### config.mk
export PLATFORM = sky130hd
export DESIGN_NAME = operand_select
export DESIGN_NICKNAME = d
export VERILOG_FILES = /design/src/rtl/issue_pkg.sv /design/src/rtl/operand_select.sv
export VERILOG_INCLUDE_DIRS = /design/src /design/src/rtl
export SDC_FILE = /design/constraint.sdc
export NUM_CORES = 1
export LEC_CHECK = 0
export ABC_AREA = 0
export BUFFER_PORTS_ARGS = -buffer_cell sky130_fd_sc_hd__clkbuf_2
export CAP_MARGIN = 20
export CORE_AREA = 2 2 266 268
export CTS_CLUSTER_SIZE = 30
export DETAILED_ROUTE_END_ITERATION = 12
export DIE_AREA = 0 0 268 270
export GPL_TIMING_DRIVEN = 1
export PLACE_DENSITY = 0.43
export SYNTH_ARGS = -nofsm -noshare
export SYNTH_HDL_FRONTEND = slang
export SYNTH_SLANG_ARGS = --single-unit
### constraint.sdc
create_clock -name clk_i -period 0.8 [get_ports clk_i]
set_input_delay 0.2 -clock clk_i [delete_from_list [all_inputs] [get_ports clk_i]]
set_output_delay 0.2 -clock clk_i [all_outputs]
set_load 0.03 [all_outputs]
### src/rtl/issue_consts.svh
`ifndef ISSUE_CONSTS_SVH
`define ISSUE_CONSTS_SVH

// --------------------------------------------------
// datapath sizes
// --------------------------------------------------
// integer data word
`define ISSUE_XLEN 64
// architectural integer registers
`define ISSUE_NR_REGS 32
// register address width
`define ISSUE_REG_ADDR_W 5

// --------------------------------------------------
// scoreboard and commit
// --------------------------------------------------
// write ports coming back from commit
`define ISSUE_NR_COMMIT 2
// scoreboard transaction id width
`define ISSUE_TRANS_ID_W 3
// csr zero-extended immediate, lives in the rs1 field
`define ISSUE_ZIMM_W 5

`endif

### src/rtl/issue_pkg.sv
package issue_pkg;

    `include "issue_consts.svh"

    // --------------------------------------------------
    // width types
    // --------------------------------------------------
    typedef logic [`ISSUE_XLEN-1:0]       xlen_t;
    typedef logic [`ISSUE_REG_ADDR_W-1:0] reg_addr_t;
    typedef logic [`ISSUE_TRANS_ID_W-1:0] trans_id_t;

    // --------------------------------------------------
    // functional units
    // --------------------------------------------------
    // in the clobber list NONE means no writer in flight
    typedef enum logic [2:0] {
        NONE,
        LOAD,
        STORE,
        ALU,
        CTRL_FLOW,
        MULT,
        CSR
    } fu_e;

    // operators, only carried through to execute
    typedef enum logic [3:0] {
        ADD, SUB, AND, OR, XOR, SLL,
        LD, SD,
        BEQ, JALR,
        MUL,
        CSRRW
    } fu_op_e;

endpackage

### src/rtl/operand_select.sv
`include "issue_consts.svh"

module operand_select
    import issue_pkg::*;
(
    input  logic      clk_i,
    input  logic      rst_ni,
    // forwarding selects from the control
    input  logic      fwd_a_i,
    input  logic      fwd_b_i,
    // register file and scoreboard values
    input  xlen_t     rf_a_i,
    input  xlen_t     rf_b_i,
    input  xlen_t     sb_rs1_data_i,
    input  xlen_t     sb_rs2_data_i,
    // instruction fields
    input  fu_e       issue_fu_i,
    input  fu_op_e    issue_op_i,
    input  reg_addr_t issue_rs1_i,
    input  xlen_t     issue_imm_i,
    input  xlen_t     issue_pc_i,
    input  trans_id_t issue_trans_id_i,
    input  reg_addr_t issue_rd_i,
    input  logic      issue_use_pc_i,
    input  logic      issue_use_imm_i,
    input  logic      issue_use_zimm_i,
    // execute-stage register outputs
    output xlen_t     operand_a_o,
    output xlen_t     operand_b_o,
    output xlen_t     imm_o,
    output xlen_t     pc_o,
    output fu_e       fu_o,
    output fu_op_e    operator_o,
    output trans_id_t trans_id_o,
    output reg_addr_t rd_o
);

    xlen_t operand_a_d;
    xlen_t operand_b_d;

    // --------------------------------------------------
    // operand muxes
    // --------------------------------------------------
    always_comb begin
        // scoreboard value wins over the register file
        operand_a_d = fwd_a_i ? sb_rs1_data_i : rf_a_i;
        operand_b_d = fwd_b_i ? sb_rs2_data_i : rf_b_i;
        // auipc, jal style: pc as operand a
        if (issue_use_pc_i) begin
            operand_a_d = issue_pc_i;
        end
        // csr immediate, zero extended
        if (issue_use_zimm_i) begin
            operand_a_d = {{(`ISSUE_XLEN-`ISSUE_ZIMM_W){1'b0}},
                           issue_rs1_i[`ISSUE_ZIMM_W-1:0]};
        end
        // stores and branches keep rs2 in b, their imm travels on imm_o
        if (issue_use_imm_i && issue_fu_i != STORE && issue_fu_i != CTRL_FLOW) begin
            operand_b_d = issue_imm_i;
        end
    end

    // --------------------------------------------------
    // issue to execute registers
    // --------------------------------------------------
    // loaded every cycle, the unit valid says when they count
    always_ff @(posedge clk_i or negedge rst_ni) begin
        if (!rst_ni) begin
            operand_a_o <= '0;
            operand_b_o <= '0;
            imm_o       <= '0;
            pc_o        <= '0;
            fu_o        <= NONE;
            operator_o  <= ADD;
            trans_id_o  <= '0;
            rd_o        <= '0;
        end else begin
            operand_a_o <= operand_a_d;
            operand_b_o <= operand_b_d;
            imm_o       <= issue_imm_i;
            pc_o        <= issue_pc_i;
            fu_o        <= issue_fu_i;
            operator_o  <= issue_op_i;
            trans_id_o  <= issue_trans_id_i;
            rd_o        <= issue_rd_i;
        end
    end

endmodule

==> run_results.csv <==
group,metric,value,unit
power_and_ir_drop,p_leak,11.01,nW
worst_setup_path,cp-start-kind,"flop",
clocking,cts_root_buf,"clkbuf_16",
sta,slew_viol_final,0,
logic_synthesis,ys_ff_latch,271,
detailed_routing,finalWirelength,46.54,mm
worst_setup_path,critPathKind,"reg -> out",
sta,maxSlewHeadroom,81.35,%
detailed_routing,drtAntennaViolNets,0,
worst_setup_path,crit_chain,"buf_8",
worst_setup_path,crit_fanout,1,
final_layout,final_util,31.92,%
floorplan,rows,97,
placement,place_ws,-706.4,ps
floorplan,core_area,69540,um^2
floorplan,start_util,14.50,%
final_layout,final_cell_mix,"357 x clkbuf_2, 269 x dfrtp_1, 264 x buf_8",
sta,fin_tns_setup,-142710,ps
final_layout,final_cell_count_no_fill,2563,
grt,grt_pass1_wl,66.46,mm
sta,rsz0062_at_grt,"yes",
grt,grt_antenna_before_repair,8,
sta,max_freq,0.7232,GHz
worst_setup_path,crit_slowest_cell,"dfrtp_2",
sta,worst_slack,-582.8,ps
hold_path,hold_path.class,"in -> reg",
clocking,cts.sinks,271,
grt,grt.total_usage,12.22,%
worst_setup_path,critical_path.max_stage_delay,450,ps
placement,dp_hpwl,35.40,mm
sta,setup_viol,341,
power_and_ir_drop,ir_worst_vdd,1.499,mV
worst_setup_path,path_delay_family,"flip-flops",
logic_synthesis,synth_fp_nets,1044,
detailed_routing,firstDrtPassIters,4,
final_layout,final_common_cell,"clkbuf_2",
floorplan,die_w,268,um
sta,period_share,172.8,%
worst_setup_path,worstPathRequired,600,ps
power_and_ir_drop,powerDensity,1804,nW/um^2
logic_synthesis,ys_warn_count,0,
logic_synthesis,synthesis.area,10080,um^2
sta,finalHoldViolations,57,
run_status,violations,"hold timing, setup timing",
sta,worst_hold_slack,-28.57,ps
worst_setup_path,crit_arrival,1180,ps
grt,grt_overflow_total,0,
placement,placed_cells,2284,
clocking,htree_levels,1,
placement,io_buffers,681,
final_layout,fillerInstances,6841,
grt,grt_max_degree,46,
detailed_routing,vias_per_cell,3.555,
clocking,cts_buffers,31,
logic_synthesis,seq_area_frac_synth,67.25,%
detailed_routing,vias,9112,
final_layout,area_delta_synth_final,120.1,%
clocking,cts_buffer_depth,3,
logic_synthesis,synth_cell_types,13,
run_status,outcome,"finished, violations left",
clocking,cts_tree,"yes",
sta,period_minus_slack,1383,ps
final_layout,fin_nets,2004,
floorplan,ios,682,
detailed_routing,post_drt_wl_per_cell,18.16,um
floorplan,die-height,270,um
worst_setup_path,cp.buffers_inverters,1,
grt,first_global_vias,10640,
clocking,clk_pin_slew,60,ps
detailed_routing,drc,0,
logic_synthesis,syn_area_per_cell,15.93,um^2
sta,worst_pin_slew,277.9,ps
placement,place_congestion,0.8867,
clocking,cts_hold_buf,254,
final_layout,layout-drive-gt1-share,59.28,%
worst_setup_path,cp-end-kind,"output port",
logic_synthesis,synth_cells,633,
floorplan,fp.dieArea,72360,um^2
detailed_routing,drt_iter0_drc,353,
job,max-cap-violations,0,
-- layer usage --
metal,global-route usage [%],wire length (um),vias to the layer above
met3,4.905,5009,65
met4,3.558,1466,0
met2,22.98,24620,470
li1,-,-,4111
met5,0,0,-
met1,12.20,15440,4466
-- layout make-up --
type                            count  area, um^2  share of cell area (%)
Timing Repair Buffer              962        9595                   43.23
Tap cell                          940        1176                   5.298
Clock inverter                     13       127.6                  0.5749
Antenna cell                        7       17.52                 0.07891
Multi-Input combinational cell    327        3596                   16.20
Clock buffer                       43       900.9                   4.058
Sequential cell                   271        6784                   30.56
-- Yosys cell counts --
cell type,n,area (um^2)
buf_2,18,90.09
buf_4,3,22.52
buf_6,6,67.56
clkbuf_1,8,30.03
dfrtp_1,271,6782
mux2_1,5,56.30
mux2_2,187,2106
mux2i_1,64,640.6
nand2_1,5,18.77
nor2_1,59,221.5
o21ai_0,5,25.02
o21ai_4,1,16.27
xnor2_1,1,8.760
-- worst paths after layout --
path	cells after the start	startpoint	slack [ps]	endpoint
worst max-delay path	1	pc_o[33]	-580	pc_o[33]
max in group asynchronous	4	rst_ni	180	operand_a_o[31]
worst min-delay path	3	sb_rs2_data_i[57]	-30	operand_b_o[57]
min in group asynchronous	3	rst_ni	170	operand_b_o[52]
-- metrics by stage --
| stage | power, mW | hold WS [ps] | area, um^2 |
|---|---|---|---|
| 2_1_floorplan | 19.01 | -95.59 | 10520 |
| 3_3_place_gp | 22.46 | 136.3 | 15680 |
| 3_5_place_dp | 22.49 | 137.2 | 15680 |
| 4_1_cts | 39.95 | -82.04 | 21870 |
| 5_1_grt | 41.77 | -63.09 | 22190 |
| 6_report | 40.06 | -28.57 | 22200 |
-- state kept, by name (all words and copies together), names as in the netlist --
signal	cells
operator_o	4
imm_o	64
operand_b_o	64
operand_a_o	64
pc_o	64
rd_o	5
fu_o	3
trans_id_o	3
-- logic make-up after synthesis --
family	synth area share, %
buffers and inverters	2.084
multiplexers	27.79
flip-flops	67.25
AND/OR/NAND/NOR	2.382
XOR/XNOR	0.08686
AO/OA/AOI/OAI	0.4094
-- what timing repair did --
action	CTS	global route
gates cloned	3	3
setup buffers	8	0
gates resized for setup	561	334
pin swaps	2	42
hold endpoints to repair	541	63
setup endpoints to repair	327	382
-- power by group --
part | total [mW] | internal [mW] | switching, mW
logic | 10.4 | 5.85 | 4.53
registers | 15.3 | 14.7 | 0.687
clock network | 14.3 | 8.44 | 5.88
total | 40.1 | 29.0 | 11.1
(Power assumes the default switching activity.)
