### src/rtl/issue_consts.svh
`ifndef ISSUE_CONSTS_SVH
`define ISSUE_CONSTS_SVH

// --------------------------------------------------
// datapath sizes
// --------------------------------------------------
// integer data word
`define ISSUE_XLEN 64
// architectural integer registers
`define ISSUE_NR_REGS 32
// register address width
`define ISSUE_REG_ADDR_W 5

// --------------------------------------------------
// scoreboard and commit
// --------------------------------------------------
// write ports coming back from commit
`define ISSUE_NR_COMMIT 2
// scoreboard transaction id width
`define ISSUE_TRANS_ID_W 3
// csr zero-extended immediate, lives in the rs1 field
`define ISSUE_ZIMM_W 5

`endif

### src/rtl/issue_pkg.sv
package issue_pkg;

    `include "issue_consts.svh"

    // --------------------------------------------------
    // width types
    // --------------------------------------------------
    typedef logic [`ISSUE_XLEN-1:0]       xlen_t;
    typedef logic [`ISSUE_REG_ADDR_W-1:0] reg_addr_t;
    typedef logic [`ISSUE_TRANS_ID_W-1:0] trans_id_t;

    // --------------------------------------------------
    // functional units
    // --------------------------------------------------
    // in the clobber list NONE means no writer in flight
    typedef enum logic [2:0] {
        NONE,
        LOAD,
        STORE,
        ALU,
        CTRL_FLOW,
        MULT,
        CSR
    } fu_e;

    // operators, only carried through to execute
    typedef enum logic [3:0] {
        ADD, SUB, AND, OR, XOR, SLL,
        LD, SD,
        BEQ, JALR,
        MUL,
        CSRRW
    } fu_op_e;

endpackage

### src/rtl/issue_ctrl.sv
`include "issue_consts.svh"

module issue_ctrl
    import issue_pkg::*;
(
    input  logic                                clk_i,
    input  logic                                rst_ni,
    input  logic                                flush_i,
    // instruction from the scoreboard
    input  logic                                issue_valid_i,
    output logic                                issue_ack_o,
    input  fu_e                                 issue_fu_i,
    input  reg_addr_t                           issue_rs1_i,
    input  reg_addr_t                           issue_rs2_i,
    input  reg_addr_t                           issue_rd_i,
    input  logic                                issue_use_zimm_i,
    input  logic                                issue_ex_valid_i,
    // scoreboard lookup results
    input  logic                                sb_rs1_valid_i,
    input  logic                                sb_rs2_valid_i,
    input  fu_e [`ISSUE_NR_REGS-1:0]            rd_clobber_i,
    // commit write ports, only the enables and addresses matter here
    input  logic [`ISSUE_NR_COMMIT-1:0]         commit_we_i,
    input  reg_addr_t [`ISSUE_NR_COMMIT-1:0]    commit_waddr_i,
    // unit readiness
    input  logic                                flu_ready_i,
    input  logic                                lsu_ready_i,
    // forwarding selects toward the operand muxes
    output logic                                fwd_a_o,
    output logic                                fwd_b_o,
    // one-cycle unit valids
    output logic                                alu_valid_o,
    output logic                                branch_valid_o,
    output logic                                lsu_valid_o,
    output logic                                mult_valid_o,
    output logic                                csr_valid_o
);

    // youngest in-flight writer per register of interest
    fu_e  rs1_writer;
    fu_e  rs2_writer;
    fu_e  rd_writer;
    logic stall;
    logic fu_busy;
    logic waw_free;

    logic alu_valid_d,    alu_valid_q;
    logic branch_valid_d, branch_valid_q;
    logic lsu_valid_d,    lsu_valid_q;
    logic mult_valid_d,   mult_valid_q;
    logic csr_valid_d,    csr_valid_q;

    assign rs1_writer = rd_clobber_i[issue_rs1_i];
    assign rs2_writer = rd_clobber_i[issue_rs2_i];
    assign rd_writer  = rd_clobber_i[issue_rd_i];

    // --------------------------------------------------
    // operand availability
    // --------------------------------------------------
    always_comb begin
        stall   = 1'b0;
        fwd_a_o = 1'b0;
        fwd_b_o = 1'b0;
        // zimm sits in the rs1 field, nothing to wait for then
        if (!issue_use_zimm_i && rs1_writer != NONE) begin
            // csr results only reach us through the register file
            if (sb_rs1_valid_i && rs1_writer != CSR) begin
                fwd_a_o = 1'b1;
            end else begin
                stall = 1'b1;
            end
        end
        if (rs2_writer != NONE) begin
            if (sb_rs2_valid_i && rs2_writer != CSR) begin
                fwd_b_o = 1'b1;
            end else begin
                stall = 1'b1;
            end
        end
    end

    // busy flag of the unit this instruction needs
    always_comb begin
        case (issue_fu_i)
            ALU, CTRL_FLOW, CSR, MULT: fu_busy = ~flu_ready_i;
            LOAD, STORE:               fu_busy = ~lsu_ready_i;
            default:                   fu_busy = 1'b0;
        endcase
    end

    // write-after-write: rd free, or being written by commit right now
    always_comb begin
        waw_free = (rd_writer == NONE);
        for (int i = 0; i < `ISSUE_NR_COMMIT; i++) begin
            if (commit_we_i[i] && commit_waddr_i[i] == issue_rd_i) begin
                waw_free = 1'b1;
            end
        end
    end

    // --------------------------------------------------
    // accept decision
    // --------------------------------------------------
    always_comb begin
        issue_ack_o = 1'b0;
        if (issue_valid_i) begin
            if (!stall && !fu_busy && waw_free) begin
                issue_ack_o = 1'b1;
            end
            // exceptions and unit-less instructions just pass through
            if (issue_ex_valid_i || issue_fu_i == NONE) begin
                issue_ack_o = 1'b1;
            end
        end
        // the fixed latency bus only takes mult right behind a mult
        if (mult_valid_q && issue_fu_i != MULT) begin
            issue_ack_o = 1'b0;
        end
    end

    // unit valid decode, raised for the cycle after acceptance
    always_comb begin
        alu_valid_d    = 1'b0;
        branch_valid_d = 1'b0;
        lsu_valid_d    = 1'b0;
        mult_valid_d   = 1'b0;
        csr_valid_d    = 1'b0;
        if (issue_valid_i && issue_ack_o && !issue_ex_valid_i && !flush_i) begin
            case (issue_fu_i)
                ALU:         alu_valid_d    = 1'b1;
                CTRL_FLOW:   branch_valid_d = 1'b1;
                LOAD, STORE: lsu_valid_d    = 1'b1;
                MULT:        mult_valid_d   = 1'b1;
                CSR:         csr_valid_d    = 1'b1;
                default:     ;
            endcase
        end
    end

    always_ff @(posedge clk_i or negedge rst_ni) begin
        if (!rst_ni) begin
            alu_valid_q    <= 1'b0;
            branch_valid_q <= 1'b0;
            lsu_valid_q    <= 1'b0;
            mult_valid_q   <= 1'b0;
            csr_valid_q    <= 1'b0;
        end else begin
            alu_valid_q    <= alu_valid_d;
            branch_valid_q <= branch_valid_d;
            lsu_valid_q    <= lsu_valid_d;
            mult_valid_q   <= mult_valid_d;
            csr_valid_q    <= csr_valid_d;
        end
    end

    assign alu_valid_o    = alu_valid_q;
    assign branch_valid_o = branch_valid_q;
    assign lsu_valid_o    = lsu_valid_q;
    assign mult_valid_o   = mult_valid_q;
    assign csr_valid_o    = csr_valid_q;

endmodule

### config.mk
export PLATFORM = sky130hd
export DESIGN_NAME = issue_ctrl
export DESIGN_NICKNAME = d
export VERILOG_FILES = /design/src/rtl/issue_pkg.sv /design/src/rtl/issue_ctrl.sv
export VERILOG_INCLUDE_DIRS = /design/src /design/src/rtl
export SDC_FILE = /design/constraint.sdc
export NUM_CORES = 1
export LEC_CHECK = 0
export BUFFER_PORTS_ARGS = -buffer_cell sky130_fd_sc_hd__buf_2
export CAP_MARGIN = 5
export CORE_MARGIN = 2
export CORE_UTILIZATION = 50
export CTS_CLUSTER_SIZE = 20
export DETAILED_ROUTE_END_ITERATION = 16
export PLACE_DENSITY_LB_ADDON = 0.15
export RECOVER_POWER = 50
export SLEW_MARGIN = 20
export SYNTH_ARGS = -nofsm -noshare
export SYNTH_HDL_FRONTEND = slang
export SYNTH_SLANG_ARGS = --single-unit
### constraint.sdc
create_clock -name clk_i -period 6.73 [get_ports clk_i]
set_input_delay 0 -clock clk_i [delete_from_list [all_inputs] [get_ports clk_i]]
set_output_delay 0 -clock clk_i [all_outputs]
set_load 0.03 [all_outputs]
==> flow_metrics.tcl <==
set metrics [dict create \
    status "completed" \
    cts_htree_levels 1 \
    top_usage_layer "met2" \
    worstMarginPinSlew_ns 0.958 \
    cts_root_buf "clkbuf_8" \
    use_met3 0.0671 \
    drc 0 \
    io_pins 144 \
    combPwrFrac 0.731 \
    max_freq_mhz 350 \
    use_met1 0.424 \
    met2_usage 0.545 \
    crit_chain "buf_2 -> mux4_1 -> mux4_2 -> mux2i_4 -> a211oi_1 -> or3_1 -> nor3_1 -> buf_2" \
    io_buffers 143 \
    critPathMaxStageDelay_ns 0.64 \
    r2r_end "lsu_valid_o" \
    cp-end-kind "output pin" \
    critPathCapture "issue_ack_o" \
    final_layout_size_suffix_gt1_frac 0.440 \
    drt_iter0_markers 325 \
    cts_tree "yes" \
    grt_antenna_before_repair 0 \
    finClkSkew_ns 0.00161 \
    rsz0062_at_grt "false" \
    worstReg2RegStart "mult_valid_o" \
    cp.arrival_ns 2.85 \
    die_w_um 77.1 \
    finalSetupTns_ns 0 \
    power_density_nw_per_um2 92.9 \
    core_area_um2 5140 \
    fin_total_pwr_w 0.000314 \
    grt_pass1_vias 2981 \
    switching_share 0.427 \
    avgViaCountPerCell 6.93 \
    die_area_um2 5940 \
    clkPwrFrac 0.171 \
    syn_inst 290 \
    path_class "input port to output pin" \
    cp-startpoint "issue_rs2_i[1]" \
    die_y_um 77.1 \
    clock_path_buffers 2 \
    grt.total_usage 0.329 \
    ant_nets 0 \
    antenna_cells 0 \
    start_util 0.519 \
    leakagePower_nw 1.45 \
    num_vias 3306 \
    worst-path-max-fanout 25 \
    required_ns 6.73 \
    avgSynthCellArea_um2 9.21 \
    power.internal_w 0.000180 \
    crit_path_top_delay_cell "mux4_1" \
    cts.sinks 5 \
    synth-edff-count 0 \
    period_needed_ns 2.85 \
    hpwl_mm 8.37 \
    power_switching_w 0.000134 \
    ys.warnings.count 0 \
    synthToLayoutAreaGrowth_pct 26.4 \
    peakVddDrop_mv 0.0816 \
    syn_area_um2 2670 \
    rrSetupSlack_ns 5.72 \
    clkLatencyLatePin_ns 0.22 \
    hp-class "input port to flop" \
    cpMostUsedCell "buf_2" \
    synth_cell_type_count 50 \
    min_period_over_period 0.424 \
    grt_max_degree 36 \
    setup_viol 0 \
    rows 26 \
    drv_cap 0 \
    p_seq_frac 0.098 \
    cts_made_buffers 3 \
    slew_viol_final 0 \
    wl_mm 10.1 \
    dr.pass1.iters 5 \
    finalHoldViolations 0 \
    synth_fp_nets 426 \
    postSynth.asyncResetShare 1.00 \
    synth-seq-area-share 0.0469 \
    crit_path_start_kind "input port" \
    r2r_cells 3 \
    grt-ovfl-total 0 \
    slew_headroom 0.353 \
    final_nets 544 \
    cts_resized 0 \
    ys_ff_latch 5 \
    synth_top_flop_cell "dfrtp_1" \
    cts.reportedPaths.clkPinSlew_ns 0.03 \
    grt_pass1_wl_mm 15.3 \
    place.gp.congestion 1.01 \
    wl_per_cell_um 21.3 \
]
[layout by cell type, fill, tap and decap left out, types with 2 or more instances in the layout]
cell,count
a211oi_1,9
a21oi_1,7
a22oi_1,11
a311oi_1,4
and3_1,5
and3b_1,3
and4_1,2
buf_2,138
clkbuf_1,6
clkbuf_8,3
clkinv_1,2
dfrtp_1,5
inv_1,8
mux2i_1,30
mux4_1,3
mux4_2,37
nand2_1,14
nand2b_1,2
nand3_1,3
nand4_1,2
nor2_1,11
nor2b_1,7
nor3_1,22
nor3b_1,3
nor4_1,25
nor4b_1,5
o2111ai_1,2
o211ai_1,3
o311a_1,2
o41ai_1,3
or3_1,2
xnor2_1,5
xor2_1,8
[cell usage after synthesis, types with 3 or more instances]
master | instances | area, um^2
a22oi_1 | 11 | 82.6
xor2_1 | 8 | 70.1
a211oi_1 | 9 | 67.6
mux4_1 | 3 | 78.8
and3_1 | 5 | 31.3
a21oi_1 | 7 | 35.0
nand2_1 | 14 | 52.6
nor2_1 | 11 | 41.3
nor2b_1 | 7 | 43.8
a311oi_1 | 4 | 35.0
mux4_2 | 37 | 833
mux2i_1 | 30 | 300
xnor2_1 | 5 | 43.8
nor4b_1 | 5 | 43.8
o211ai_1 | 3 | 22.5
nor4_1 | 25 | 156
nand3_1 | 3 | 15.0
inv_1 | 8 | 30.0
buf_1 | 3 | 11.3
and3b_1 | 3 | 26.3
clkbuf_1 | 18 | 67.6
buf_2 | 7 | 35.0
dfrtp_1 | 5 | 125
nor3_1 | 22 | 110
o41ai_1 | 3 | 26.3
nor3b_1 | 3 | 22.5
[flip-flops by register name, summed over array words and instances, names as in the netlist]
signal / flops
csr_valid_o: 1
alu_valid_o: 1
mult_valid_o: 1
lsu_valid_o: 1
branch_valid_o: 1
[power groups by stage]
stage / Sequential (W) / Clock [W] / Combinational (W)
2_1_floorplan: 0.0000315 / 0 / 0.000140
3_3_place_gp: 0.0000309 / 0 / 0.000221
3_5_place_dp: 0.0000309 / 0 / 0.000224
4_1_cts: 0.0000306 / 0.0000545 / 0.000225
5_1_grt: 0.0000306 / 0.0000571 / 0.000244
6_report: 0.0000306 / 0.0000538 / 0.000229
[cell type report]
cell class	instances	area [um^2]
multi-input cells	244	2360
fillers	470	1770
repair buffers	144	719
flip-flops and latches	5	125
well taps	70	87.6
clock buffers	4	45.0
inverters	10	37.5
[metal layers]
layer | vias up | share of wire
met5 | - | 0
met2 | 281 | 0.47
met1 | 1528 | 0.36
met3 | 44 | 0.13
met4 | 0 | 0.042
li1 | 1453 | -
[cell families (layout without fill, tap and decap cells)]
logic type | after synthesis | count (layout) | synth area share
simple gates | 108 | 108 | 0.229
compound gates | 51 | 51 | 0.145
flops | 5 | 5 | 0.0469
buf+inv | 41 | 158 | 0.0694
mux | 72 | 72 | 0.467
xor+xnor | 13 | 13 | 0.0426
[metrics by stage]
step	utilization	instance area, um^2	worst slack, ns	instances	hold WS [ns]
5_1_grt	0.657	3370	3.65	477	0.0870
3_3_place_gp	0.647	3330	3.93	472	-0.188
4_1_cts	0.658	3380	3.88	477	0.0779
6_report	0.657	3370	3.88	477	0.0789
3_5_place_dp	0.647	3330	3.85	472	-0.182
2_1_floorplan	-	2670	4.00	290	-0.296
[critical path: cells and delay by family]
kind	cells	cell delay [ns]
mux	3	1.35
compound gates	1	0.07
buf+inv	2	0.76
simple gates	2	0.67
[worst min path at each step]
stage                     depth (start not counted)  slack, ns          start           end
after floorplan                                   0      -0.30         rst_ni   alu_valid_o
after global placement                            1      -0.19         rst_ni   alu_valid_o
after detailed placement                          1      -0.18         rst_ni   lsu_valid_o
after CTS                                         4       0.08        flush_i  mult_valid_o
after global routing                              3       0.09  issue_fu_i[1]   alu_valid_o
final                                             4       0.08        flush_i  mult_valid_o
[what timing repair did]
item | in CTS | in global routing
setup buffers | 0 | 0
hold buffers | 1 | 0
setup endpoints to repair | 0 | 0
hold endpoints to repair | 5 | 0
Power figures use the tool's default switching activity.
